File: src/ex_defs.svh
`ifndef EX_DEFS_SVH
`define EX_DEFS_SVH

// operand and result width
`define EX_WORD_W 32

// full product, or {remainder, quotient}
`define EX_DWORD_W 64

// byte lanes in one word
`define EX_LANES 4

// one quotient bit per step
`define EX_DIV_STEPS 32

`endif

File: src/ex_pkg.sv
`include "ex_defs.svh"

package ex_pkg;

    typedef logic [`EX_WORD_W-1:0]  word_t;
    typedef logic [`EX_DWORD_W-1:0] dword_t;
    typedef logic [`EX_LANES-1:0]   lane_mask_t;

    // one-hot, bit k rotates right by k bytes
    typedef logic [`EX_LANES-1:0]   lane_sel_t;

    // one-hot op codes, bit 0 first in the lists below
    // beq bne bgez bgtz blez bltz
    typedef logic [5:0] br_op_t;
    // lwr lwl lhu lh lbu lb lw
    typedef logic [6:0] ld_op_t;
    // swr swl sh sb sw
    typedef logic [4:0] st_op_t;

    typedef enum logic [1:0] {
        DIV_IDLE,
        DIV_RUN,
        DIV_FIX,
        DIV_DONE
    } div_state_t;

    typedef logic [$clog2(`EX_DIV_STEPS):0] step_cnt_t;

    // byte rotator shared by the load and store paths
    function automatic word_t rot_right_lanes(word_t data, lane_sel_t sel);
        return {`EX_WORD_W{sel[0]}} & data
             | {`EX_WORD_W{sel[1]}} & {data[7:0],  data[31:8]}
             | {`EX_WORD_W{sel[2]}} & {data[15:0], data[31:16]}
             | {`EX_WORD_W{sel[3]}} & {data[23:0], data[31:24]};
    endfunction

endpackage

File: src/ex_ctrl.sv
`timescale 1ns/1ps
`include "ex_defs.svh"

module ex_ctrl (
    input  logic clk,
    input  logic rst,
    input  logic div_start,
    input  logic div_ack,
    output logic div_busy,
    output logic div_done,
    output logic div_load,
    output logic div_step,
    output logic div_fix,
    output logic div_commit
);
    import ex_pkg::*;

    div_state_t state;
    step_cnt_t  step_cnt;

    always_ff @(posedge clk) begin
        if (rst) begin
            state    <= DIV_IDLE;
            step_cnt <= '0;
        end else begin
            case (state)
                DIV_IDLE: begin
                    // starts seen while busy or done are simply dropped
                    if (div_start) begin
                        state    <= DIV_RUN;
                        step_cnt <= '0;
                    end
                end
                DIV_RUN: begin
                    step_cnt <= step_cnt + step_cnt_t'(1);
                    if (step_cnt == step_cnt_t'(`EX_DIV_STEPS - 1)) begin
                        state <= DIV_FIX;
                    end
                end
                DIV_FIX: begin
                    state <= DIV_DONE;
                end
                DIV_DONE: begin
                    if (div_commit) begin
                        state <= DIV_IDLE;
                    end
                end
                default: begin
                    state <= DIV_IDLE;
                end
            endcase
        end
    end

    // done rises one cycle after entering DIV_DONE, held until acked
    always_ff @(posedge clk) begin
        if (rst) begin
            div_done <= 1'b0;
        end else if (div_commit) begin
            div_done <= 1'b0;
        end else if (state == DIV_DONE) begin
            div_done <= 1'b1;
        end
    end

    assign div_load   = (state == DIV_IDLE) && div_start;
    assign div_step   = (state == DIV_RUN);
    assign div_fix    = (state == DIV_FIX);
    assign div_busy   = (state != DIV_IDLE);
    assign div_commit = div_done && div_ack;

endmodule

File: config.mk
export PLATFORM = sky130hd
export DESIGN_NAME = ex_ctrl
export DESIGN_NICKNAME = d
export VERILOG_FILES = /design/src/ex_pkg.sv /design/src/ex_ctrl.sv
export VERILOG_INCLUDE_DIRS = /design/src
export SDC_FILE = /design/constraint.sdc
export NUM_CORES = 1
export LEC_CHECK = 0
export ABC_AREA = 1
export BUFFER_PORTS_ARGS = -buffer_cell sky130_fd_sc_hd__buf_4
export CAP_MARGIN = 20
export CELL_PAD_IN_SITES_DETAIL_PLACEMENT = 0
export CELL_PAD_IN_SITES_GLOBAL_PLACEMENT = 1
export CORE_UTILIZATION = 36
export DETAILED_ROUTE_END_ITERATION = 7
export GPL_ROUTABILITY_DRIVEN = 0
export PLACE_DENSITY = 0.73
export SYNTH_ARGS = -nofsm -noshare
export SYNTH_HDL_FRONTEND = slang
export SYNTH_SLANG_ARGS = --single-unit
File: constraint.sdc
create_clock -name clk -period 1.9 [get_ports clk]
set_clock_uncertainty 0.15 [all_clocks]
set_input_delay 0.095 -clock clk [delete_from_list [all_inputs] [get_ports clk]]
set_output_delay 0.095 -clock clk [all_outputs]
set_load 0.02 [all_outputs]
======== After elaboration in Yosys (flattened, before gate mapping) ========
Index checks and enable logic that the tools add are counted.
operators by class
  add/sub/neg operators ................... 1
  eq/ne operators ......................... 7
  muxes and demuxes ....................... 6
  reduce and logical (&&, ||, !) cells .... 8
operators by type and width
  kind                   number
  $pmux W6 S2            1
  $pmux W2 S4            1
  $add A6 B1 Y6 const B  1
  $eq A6 B5 Y1 const B   1
  $mux W2                3
  $mux W6                1
  $eq A2 B2 Y1 const B   2
  $ne A2 B2 Y1 const B   2
  $reduce_bool A2 Y1     2
  $reduce_and A3 Y1      1
  $eq A2 B1 Y1 const B   1
  $logic_and A1 B1 Y1    2
  $logic_not A2 Y1       1
  $ne A2 B1 Y1 const B   1
  $reduce_and A2 Y1      1
  $reduce_or A2 Y1       1
word-level totals
  register bits ........................... 9
  input bits .............................. 4
  output and inout port bits .............. 6
  word-level logic and storage cells ...... 25

======== Longest topological paths before layout ========
Gate-level depths: netlist (run 1).
  depth after elaboration ................. 3
  depth in mapped cells ................... 10
  gate-level depth less buffers ........... 10

======== Worst setup path before layout (run 1) ========
No wires, ideal clock.
  kind .................................... register to register
  start ................................... register state[1]
  end ..................................... register step_cnt[5]
  setup time .............................. 0.113 ns
  data arrival time ....................... 1.276 ns
  setup slack ............................. 0.362 ns
  cell stages (with the launch flop) ...... 10
  path buffers ............................ 0
  clock period less this slack ............ 1.538 ns
  path through ............................ dfxtp_1 > inv_1 > ha_1 > inv_2 > nand2_1 > nand2_2 > nor2_1 > nand4_1 > nand2_1 > nor2_1
on the way
  word-level cells in the longest chain between the ends .. 3
RTL lines
  item                                 line           RTL
  start: declaration                   ex_ctrl.sv:18  div_state_t state;
  start signal: assignment             ex_ctrl.sv:23  state <= DIV_IDLE;
  start signal: assignment             ex_ctrl.sv:30  state <= DIV_RUN;
  start signal: assignment             ex_ctrl.sv:37  state <= DIV_FIX;
  $eq A2 B1 Y1 (*)                     --
  net div_step                         ex_ctrl.sv:12  output logic div_step,
  $reduce_bool A2 Y1 (no source line)  --
  $reduce_and A2 Y1 (no source line)   --
  end signal: assignment               ex_ctrl.sv:35  step_cnt <= step_cnt + step_cnt_t'(1);
  end: declaration                     ex_ctrl.sv:19  step_cnt_t step_cnt;
Mark *: on every way through the listed nets, which the timed path passes. The rest lies on a longest branch.
A chain may end at the register's enable or synchronous reset.

======== Final worst setup path (run 1) ========
  start ................................... register state[0]
  end ..................................... register step_cnt[5]
on the way
  word-level cells in the longest chain between the ends .. 3
RTL lines
  item                                                                        line           RTL
  $eq A2 B1 Y1 / $logic_not A2 Y1 (equally long branches)                     ex_ctrl.sv:26  case (state)
  $reduce_bool A2 Y1 (no source line) / $ne A2 B2 Y1 (equally long branches)  --
  $reduce_and A2 Y1 (no source line)                                          --
Several ways; a longest one is shown, not always the timed one.

==> results of run 1 <==
## flip-flops by register name, indices dropped and copies added, names as in the netlist
register  flops
step_cnt      6
div_done      1
state         2
## logic make-up after synthesis
logic type / share of synthesized area
AOI/OAI and AO/OA: 0.111
adders and majority gates: 0.118
buffers and inverters: 0.0918
DFF: 0.339
and+or+nand+nor: 0.341
## worst min-delay path by stage
stage | slack, ns | cells past startpoint | end
2_1_floorplan | 0.01 | 1 | step_cnt[1]$_SDFFE_PP0P_
3_3_place_gp | 0.13 | 2 | step_cnt[1]$_SDFFE_PP0P_
3_5_place_dp | 0.13 | 2 | step_cnt[1]$_SDFFE_PP0P_
4_1_cts | 0.05 | 4 | step_cnt[0]$_SDFFE_PP0P_
5_1_grt | 0.05 | 4 | step_cnt[0]$_SDFFE_PP0P_
6_report | 0.05 | 4 | step_cnt[0]$_SDFFE_PP0P_
## per-stage QoR
step                area (sq um)  power [mW]
floorplan                    532       0.631
global placement             618       0.768
detailed placement           618       0.771
CTS                          664       0.930
global route                 664        1.02
finish                       664       0.918
## power groups by stage
stage / Sequential (mW) / Combinational, mW / Clock (mW)
6_report: 0.255 / 0.510 / 0.153
5_1_grt: 0.261 / 0.584 / 0.173
4_1_cts: 0.256 / 0.517 / 0.157
3_5_place_dp: 0.260 / 0.511 / 0
3_3_place_gp: 0.259 / 0.510 / 0
2_1_floorplan: 0.257 / 0.374 / 0
## routing by layer
layer	global-route usage	vias up	wire, microns	share of wire
met1	0.193	226	547	0.50
met2	0.262	11	480	0.44
met3	0.0833	0	60	0.055
met5	0	-	0	0
li1	-	265	-	-
met4	0.0500	0	0	0
## cells in the mapped netlist
cell | count | area (sq um)
nand2_1 | 17 | 63.8
inv_1 | 11 | 41.3
nor2_1 | 11 | 41.3
dfxtp_1 | 9 | 180
ha_1 | 5 | 62.6
nand3_1 | 5 | 25.0
a21oi_1 | 4 | 20.0
o21ai_2 | 3 | 26.3
inv_2 | 2 | 7.51
nand2_2 | 2 | 12.5
a211oi_1 | 1 | 7.51
nand3_2 | 1 | 10.0
nand4_1 | 1 | 6.26
nor2_2 | 1 | 6.26
nor2_4 | 1 | 11.3
nor3_1 | 1 | 5.00
o21ai_0 | 1 | 5.00
## tightest hold or removal path, delay by kind of cell
kind / cells / cell delay (ns)
compound gates: 2 / 0.17
buf+inv: 1 / 0.09
simple gates: 1 / 0.07
## layout make-up
type                            instances  area [sq um]
Timing Repair Buffer                   11          87.6
Inverter                               13          48.8
Tap cell                               15          18.8
Clock buffer                            4          26.3
Fill cell                             156           669
Multi-Input combinational cell         54           303
Sequential cell                         9           180
==> impl_metrics.env, run 1 <==
export IMPL_outcome="completed"
export IMPL_track_usage=0.166
export IMPL_first_global_vias=415
export IMPL_drc=0
export IMPL_synth_seq_cells=9
export IMPL_peakVddDrop_mv=0.549
export IMPL_cp_endpoint="step_cnt[5]$_SDFFE_PP0P_"
export IMPL_required_ns=1.92
export IMPL_clk_pin_slew_ns=0.07
export IMPL_cellInternalPower_mw=0.495
export IMPL_path_buf_inv=1
export IMPL_final_hold_violation_count=0
export IMPL_die_area_sq_um=1630
export IMPL_fmax_ghz=0.617
export IMPL_fin_crit_ns=1.62
export IMPL_r2r_start="state[0]$_SDFFE_PP0P_"
export IMPL_min_path_type="in -> reg"
export IMPL_clkPwrFrac=0.167
export IMPL_power_density_nw_per_um2=1380
export IMPL_path_depth=8
export IMPL_hp_start="div_start"
export IMPL_drv_cap=0
export IMPL_critPathLaunchType="register"
export IMPL_cts_tree="done"
export IMPL_drt_first_pass_iters=3
export IMPL_core_sq_um=1330
export IMPL_rr_worst_depth=8
export IMPL_instances_no_fill=106
export IMPL_holdWs_ns=0.0495
export IMPL_fin_setup_tns_ns=0
export IMPL_grt_overflow_total=0
export IMPL_worst_slew_pin_slew_ns=0.303
export IMPL_hold_buffers=2
export IMPL_switching_share=0.461
export IMPL_routedWlPerCell_microns=10.3
export IMPL_critPathSlowestCell="dfxtp_1"
export IMPL_worst_slack_ns=0.280
export IMPL_ctsRootBufferMaster="clkbuf_4"
export IMPL_cts_resized=0
export IMPL_synth_avg_cell_area_sq_um=7.00
export IMPL_yosys_cell_types_count=17
export IMPL_relSlewSlack=0.798
export IMPL_clkLatencyLatePin_ns=0.27
export IMPL_rsz0062_at_grt="no"
export IMPL_viasPerCell=4.74
export IMPL_initial_core_util=0.399
export IMPL_drv_slew=0
export IMPL_htreeDepth=1
export IMPL_drtIter0Drc=3
export IMPL_antenna_found_initial=0
export IMPL_finalCritPeriodShare=0.852
export IMPL_setup_viol=0
export IMPL_synth_seq_area_share=0.339
export IMPL_placed_cells=100
export IMPL_wirelength_microns=1090
export IMPL_post_place_ws_ns=0.246
export IMPL_final_util=0.498
export IMPL_crit_family="simple AND/OR/NAND/NOR gates"
export IMPL_vias=502
export IMPL_numPortBuffers=9
export IMPL_end_kind="register"
export IMPL_timing_critical_path_cells="inv_1 -> ha_1 -> nand2_1 -> nand2_2 -> nor2_1 -> nand4_1 -> nand2_1 -> nor2_1"
export IMPL_final_antenna_net_count=0
export IMPL_io_pin_count=10
export IMPL_syn_nets=85
export IMPL_area_delta_synth_final_pct=24.9
export IMPL_yosys_warnings=0
export IMPL_critical_path_arrival_ns=1.64
export IMPL_leakage_nw=0.329
export IMPL_clock_sinks=9
export IMPL_layout_common_cells="nand2_1, inv_1, nor2_1"
export IMPL_grt_pass1_wl_microns=1740
export IMPL_power_frac_comb=0.555
export IMPL_r2r_setup_slack_ns=0.28
export IMPL_switchingPower_mw=0.423
export IMPL_startpoint="state[0]$_SDFFE_PP0P_"
export IMPL_seq_power_share=0.278
export IMPL_critPathMaxStageDelay_ns=0.38
export IMPL_final_common_cell="nand2_1"
export IMPL_die_h_microns=40.4
export IMPL_critPathMaxFanout=5
export IMPL_drive_gt1_frac=0.242
export IMPL_grt_max_degree=7
export IMPL_die_w_microns=40.4
export IMPL_fin_nets=101
export IMPL_clockBufferDepth=2
export IMPL_syn_inst=76
export IMPL_hpwl_microns=831
export IMPL_post_cts_repair_setup_buffers=0
export IMPL_num_antenna_cells=0
export IMPL_syn_cell_area_sq_um=532
export IMPL_num_rows=13
export IMPL_reg2reg_to="step_cnt[5]$_SDFFE_PP0P_"
export IMPL_crit_type="reg -> reg"
export IMPL_cts_buffers=3
(Power assumes the default switching activity.)
==> inputs of run 2 (changes only) <==
PLACE_DENSITY = 0.77   (was 0.73)
==> run 2 against run 1 <==
Compared with the run above:
- combinational power is essentially flat
- sequential share of layout area is the same
- worst setup slack gained 0.0031 ns
- global-route usage shrank 1.7 points
- routed wire length shrank 2.9%
- fmax grew 0.19%
- critical path depth is the same
- core utilization is the same
- final cell count is the same
==> impl_metrics.env, run 2 (synthesized netlist as in run 1, its figures left out) <==
export IMPL_clock_sinks=9
export IMPL_hold_path_cell_count=4
export IMPL_wirelength_microns=1060
export IMPL_track_usage=0.149
export IMPL_core_sq_um=1330
export IMPL_setup_viol=0
export IMPL_final_util=0.498
export IMPL_seq_power_share=0.278
export IMPL_largest_register_ffs=6
export IMPL_rr_worst_depth=8
export IMPL_fin_crit_ns=1.62
export IMPL_cts_tree="done"
export IMPL_worst_slew_pin_slew_ns=0.256
export IMPL_drv_slew=0
export IMPL_clkPwrFrac=0.166
export IMPL_drc=0
export IMPL_grt_overflow_total=0
export IMPL_antenna_found_initial=0
export IMPL_initial_core_util=0.399
export IMPL_cts_buffers=3
export IMPL_relSlewSlack=0.829
export IMPL_peakVddDrop_mv=0.842
export IMPL_drv_cap=0
export IMPL_htreeDepth=1
export IMPL_die_area_sq_um=1630
export IMPL_fin_setup_tns_ns=0
export IMPL_num_antenna_cells=0
export IMPL_clockBufferDepth=2
export IMPL_clkLatencyLatePin_ns=0.27
export IMPL_required_ns=1.90
export IMPL_drtIter0Drc=13
export IMPL_power_density_nw_per_um2=1380
export IMPL_grt_pass1_wl_microns=1520
export IMPL_cellInternalPower_mw=0.496
export IMPL_ctsRootBufferMaster="clkbuf_4"
export IMPL_drt_first_pass_iters=4
export IMPL_numPortBuffers=9
export IMPL_layout_common_cells="nand2_1, inv_1, nor2_1"
export IMPL_num_rows=13
export IMPL_critical_path_arrival_ns=1.62
export IMPL_fin_nets=101
export IMPL_final_antenna_net_count=0
export IMPL_switching_share=0.461
export IMPL_clk_pin_slew_ns=0.07
export IMPL_final_common_cell="nand2_1"
export IMPL_fmax_ghz=0.619
export IMPL_drive_gt1_frac=0.242
export IMPL_io_pin_count=10
export IMPL_rsz0062_at_grt="no"
export IMPL_leakage_nw=0.329
export IMPL_r2r_setup_slack_ns=0.28
export IMPL_vias=488
export IMPL_top_regs="step_cnt (6), state (2), div_done (1)"
export IMPL_reg2reg_to="step_cnt[4]$_SDFFE_PP0P_"
export IMPL_grt_max_degree=7
export IMPL_die_w_microns=40.4
export IMPL_first_global_vias=383
export IMPL_viasPerCell=4.60
export IMPL_holdWs_ns=0.0424
export IMPL_power_frac_comb=0.556
export IMPL_post_place_ws_ns=0.276
export IMPL_outcome="completed"
export IMPL_final_hold_violation_count=0
export IMPL_end_kind="register"
export IMPL_routedWlPerCell_microns=9.96
export IMPL_startpoint="state[0]$_SDFFE_PP0P_"
export IMPL_finalCritPeriodShare=0.851
export IMPL_cp_endpoint="step_cnt[4]$_SDFFE_PP0P_"
export IMPL_r2r_start="state[0]$_SDFFE_PP0P_"
export IMPL_largest_register="step_cnt"
export IMPL_die_h_microns=40.4
export IMPL_crit_type="reg -> reg"
export IMPL_critPathMaxFanout=5
export IMPL_critPathLaunchType="register"
export IMPL_worst_slack_ns=0.284
export IMPL_min_path_type="in -> reg"
export IMPL_switchingPower_mw=0.424
export IMPL_area_delta_synth_final_pct=24.9
export IMPL_hpwl_microns=796
-- run 2: worst min path at each step --
stage | startpoint | end | slack (ns)
floorplan | rst | step_cnt[1]$_SDFFE_PP0P_ | 0.01
global placement | rst | step_cnt[1]$_SDFFE_PP0P_ | 0.12
detailed placement | rst | step_cnt[1]$_SDFFE_PP0P_ | 0.13
CTS | div_start | step_cnt[0]$_SDFFE_PP0P_ | 0.04
global route | div_start | step_cnt[0]$_SDFFE_PP0P_ | 0.06
finish | div_start | step_cnt[0]$_SDFFE_PP0P_ | 0.04
-- run 2: power by group through the flow --
stage | clock network [mW] | logic, mW | registers [mW]
2_1_floorplan | 0 | 0.374 | 0.257
3_3_place_gp | 0 | 0.514 | 0.258
3_5_place_dp | 0 | 0.510 | 0.260
4_1_cts | 0.160 | 0.514 | 0.255
5_1_grt | 0.163 | 0.573 | 0.259
6_report | 0.153 | 0.512 | 0.255
-- run 2: final cells by class --
cell class	count	area (sq um)
repair buffers	11	87.6
well taps	15	18.8
fillers	144	669
inverters	13	48.8
clock buffers	4	26.3
flip-flops and latches	9	180
multi-input cells	54	303
-- run 2: per-layer routing --
| layer | up-vias | global-route usage | share of wire |
|---|---|---|---|
| met5 | - | 0 | 0 |
| met4 | 0 | 0.0750 | 0.014 |
| met3 | 4 | 0.0722 | 0.063 |
| met2 | 11 | 0.218 | 0.42 |
| met1 | 204 | 0.176 | 0.50 |
| li1 | 269 | - | - |
-- run 2: metrics by stage --
stage                     cell area (sq um)  cells  power (mW)
after floorplan                         532     76       0.631
after global placement                  618    100       0.772
after detailed placement                618    100       0.770
after CTS                               664    106       0.930
after global routing                    664    106       0.996
final                                   664    106       0.920
-- run 2: timing repair --
item | 4_1_cts | 5_1_grt
setup buffers | 0 | 0
endpoints found under the hold margin | 3 | 0
resized for setup | 0 | 0
hold buffers | 2 | 0
-- run 2: worst max-delay path: stages, from the launching register on --
cell     delay (ns)
dfxtp_1        0.38
inv_1          0.08
ha_1           0.29
nand2_1        0.18
nand2_2        0.11
nor2_4         0.11
nand3_1        0.08
nand2_1        0.09
nor2_2         0.03
==> inputs of run 3 (changes only) <==
ABC_AREA = not set   (was 1)
CAP_MARGIN = 15   (was 20)
CORE_UTILIZATION = 35   (was 36)
PLACE_DENSITY = 0.74   (was 0.77)
==> run 3 against run 2 <==
Compared with the run above:
- worst setup slack got worse by 0.089 ns
- largest power group unchanged
- final cell count fell by 13%
- critical endpoint is now state[0]$_SDFFE_PP0P_
- critical path type unchanged
- combinational power shrank 13%
==> impl_metrics.env, run 3 <==
export IMPL_fin_nets=87
export IMPL_drt_first_pass_iters=2
export IMPL_yosys_mux_area_fraction=0.0202
export IMPL_viasPerCell=4.99
export IMPL_power_density_nw_per_um2=1320
export IMPL_antenna_found_initial=0
export IMPL_peakVddDrop_mv=0.523
export IMPL_critPathSlowestCell="dfxtp_1"
export IMPL_cts_buffers=3
export IMPL_yosys_top_cells_count="dfxtp_1, a21oi_1, ha_1, inv_1, nand2_1"
export IMPL_cts_resized=0
export IMPL_drc=0
export IMPL_crit_family="compound AO/OA/AOI/OAI gates"
export IMPL_finalCritPeriodShare=0.897
export IMPL_r2r_start="state[0]$_SDFFE_PP0P_"
export IMPL_rsz0062_at_grt="no"
export IMPL_placed_cell_area_sq_um=593
export IMPL_drtIter0Drc=4
export IMPL_rr_worst_depth=6
export IMPL_wirelength_microns=996
export IMPL_core_sq_um=1300
export IMPL_synth_flop_cell="dfxtp_1"
export IMPL_yosys_cell_types_count=23
export IMPL_synth_xor_area_share=0.0177
export IMPL_fmax_ghz=0.586
export IMPL_top_regs="step_cnt (6), state (2), div_done (1)"
export IMPL_clockBufferDepth=2
export IMPL_synth_area_leaders="dfxtp_1, ha_1, a21oi_1"
export IMPL_num_rows=13
export IMPL_synth_top_cell_area_share=0.364
export IMPL_critPathMaxStageDelay_ns=0.39
export IMPL_drv_slew=0
export IMPL_min_path_type="in -> reg"
export IMPL_synthSimpleGateAreaFrac=0.240
export IMPL_syn_nets=70
export IMPL_largest_register="step_cnt"
export IMPL_async_flop_share=0
export IMPL_clk_pin_slew_ns=0.07
export IMPL_num_antenna_cells=0
export IMPL_die_area_sq_um=1570
export IMPL_placed_cells=86
export IMPL_critPathMaxFanout=5
export IMPL_initial_core_util=0.381
export IMPL_synth_compound_area_frac=0.187
export IMPL_nFillCells=134
export IMPL_final_common_cell="buf_4"
export IMPL_leakage_nw=0.282
export IMPL_crit_type="reg -> reg"
export IMPL_hold_path_end="step_cnt[4]$_SDFFE_PP0P_"
export IMPL_ctsRootBufferMaster="clkbuf_4"
export IMPL_layout_common_cells="buf_4, dfxtp_1, a21oi_1"
export IMPL_required_ns=1.92
export IMPL_seqCellArea_sq_um=180
export IMPL_area_delta_synth_final_pct=29.3
export IMPL_syn_cell_area_sq_um=495
export IMPL_cts_tree="done"
export IMPL_syn_inst=61
export IMPL_synth_top_family_by_area="simple AND/OR/NAND/NOR gates"
export IMPL_synth_edf_count=0
export IMPL_synth_avg_cell_area_sq_um=8.12
export IMPL_synth_most_common_cell="dfxtp_1"
export IMPL_numPortBuffers=9
export IMPL_final_antenna_net_count=0
export IMPL_outcome="completed"
export IMPL_reg2reg_to="state[0]$_SDFFE_PP0P_"
export IMPL_clock_sinks=9
export IMPL_hp_start="div_start"
export IMPL_instances_no_fill=92
export IMPL_drive_gt1_frac=0.221
export IMPL_timing_critical_path_cells="inv_1 -> ha_1 -> and2b_2 -> a21oi_2 -> a21oi_1 -> a311oi_1"
export IMPL_critPathLaunchType="register"
export IMPL_grt_pass1_wl_microns=1550
export IMPL_clkLatencyLatePin_ns=0.26
export IMPL_critical_path_arrival_ns=1.73
export IMPL_drv_cap=0
export IMPL_vias=459
export IMPL_worst_slack_ns=0.195
export IMPL_end_kind="register"
export IMPL_fin_setup_tns_ns=0
export IMPL_path_buf_inv=1
export IMPL_worst_slew_pin_slew_ns=0.379
export IMPL_hold_path_cell_count=4
export IMPL_grt_overflow_total=0
export IMPL_synth_largest_area_cell="dfxtp_1"
export IMPL_track_usage=0.159
export IMPL_final_hold_violation_count=0
export IMPL_relSlewSlack=0.740
export IMPL_hpwl_microns=767
export IMPL_die_w_microns=39.6
export IMPL_finish_instance_area_sq_um=641
export IMPL_first_global_vias=365
export IMPL_fin_crit_ns=1.71
export IMPL_routedWlPerCell_microns=10.8
export IMPL_yosys_warnings=0
export IMPL_io_pin_count=10
export IMPL_synth_seq_area_share=0.364
export IMPL_grt_max_degree=9
export IMPL_r2r_setup_slack_ns=0.19
export IMPL_synth_adder_area_share=0.126
export IMPL_setup_viol=0
export IMPL_htreeDepth=1
export IMPL_post_place_ws_ns=0.188
export IMPL_synth_seq_cells=9
export IMPL_largest_register_ffs=6
export IMPL_multi_input_area_sq_um=293
export IMPL_die_h_microns=39.6
run 3: cell types whose count changed after synthesis, sizes merged, moves of 2 or more:
cell / change
and2: +2
a21o: +2
a21oi: +4
nand2: -14
nor2: -9
nand3: -3
nor3: +2
inv: -8
run 3: cell families after synthesis:
family,after synthesis
buffers and inverters,6
and+or+nand+nor,23
xor gates and xnor gates,1
AOI/OAI and AO/OA,16
DFF,9
adders and majority gates,5
muxes,1
run 3: worst max path at each step:
stage | startpoint | endpoint | slack [ns] | cells after the start
after floorplan | state[1]$_SDFFE_PP0P_ | step_cnt[3]$_SDFFE_PP0P_ | 0.24 | 5
after global placement | state[1]$_SDFFE_PP0P_ | step_cnt[5]$_SDFFE_PP0P_ | 0.23 | 6
after detailed placement | state[0]$_SDFFE_PP0P_ | state[0]$_SDFFE_PP0P_ | 0.19 | 6
after CTS | state[0]$_SDFFE_PP0P_ | state[0]$_SDFFE_PP0P_ | 0.18 | 6
after global routing | state[0]$_SDFFE_PP0P_ | state[0]$_SDFFE_PP0P_ | 0.02 | 6
final | state[0]$_SDFFE_PP0P_ | state[0]$_SDFFE_PP0P_ | 0.19 | 6
run 3: cell type report:
class                      instances  share of cell area
clock buffer                       3              0.0352
sequential                         9               0.281
clock inverter                     1             0.00781
multi-input combinational         46               0.457
timing repair buffer              13               0.160
inverter                           5              0.0293
tap                               15              0.0293
run 3: power breakdown:
group | total (mW) | switching (mW) | internal [mW] | leakage (nW)
clock network | 0.148 | 0.0709 | 0.0776 | 0.0177
logic | 0.446 | 0.254 | 0.192 | 0.191
registers | 0.252 | 0.0304 | 0.222 | 0.0731
run 3: metal layers:
| metal | part of all wire | global-route usage | vias to the layer above |
|---|---|---|---|
| met3 | 0.051 | 0.0852 | 2 |
| li1 | - | - | 248 |
| met1 | 0.48 | 0.185 | 201 |
| met4 | 0.013 | 0.0776 | 0 |
| met5 | 0 | 0 | - |
| met2 | 0.45 | 0.234 | 8 |
run 3: repair_timing:
item / CTS / global route
endpoints found under the setup margin: 0 / 1
hold buffers: 2 / 0
endpoints found under the hold margin: 7 / 0
setup buffers: 0 / 0
run 3: tightest hold or removal path, delay by kind of cell:
kind / cells / cell delay (ns)
buf+inv: 1 / 0.09
mux: 1 / 0.13
compound gates: 1 / 0.06
simple gates: 1 / 0.10
run 3: metrics by stage:
step           total power, mW  hold WS, ns  utilization
6_report                 0.847        0.121        0.492
5_1_grt                  0.921        0.156        0.492
4_1_cts                  0.858        0.118        0.492
3_5_place_dp             0.700        0.184        0.456
3_3_place_gp             0.700        0.187        0.456
2_1_floorplan            0.543        0.174            -
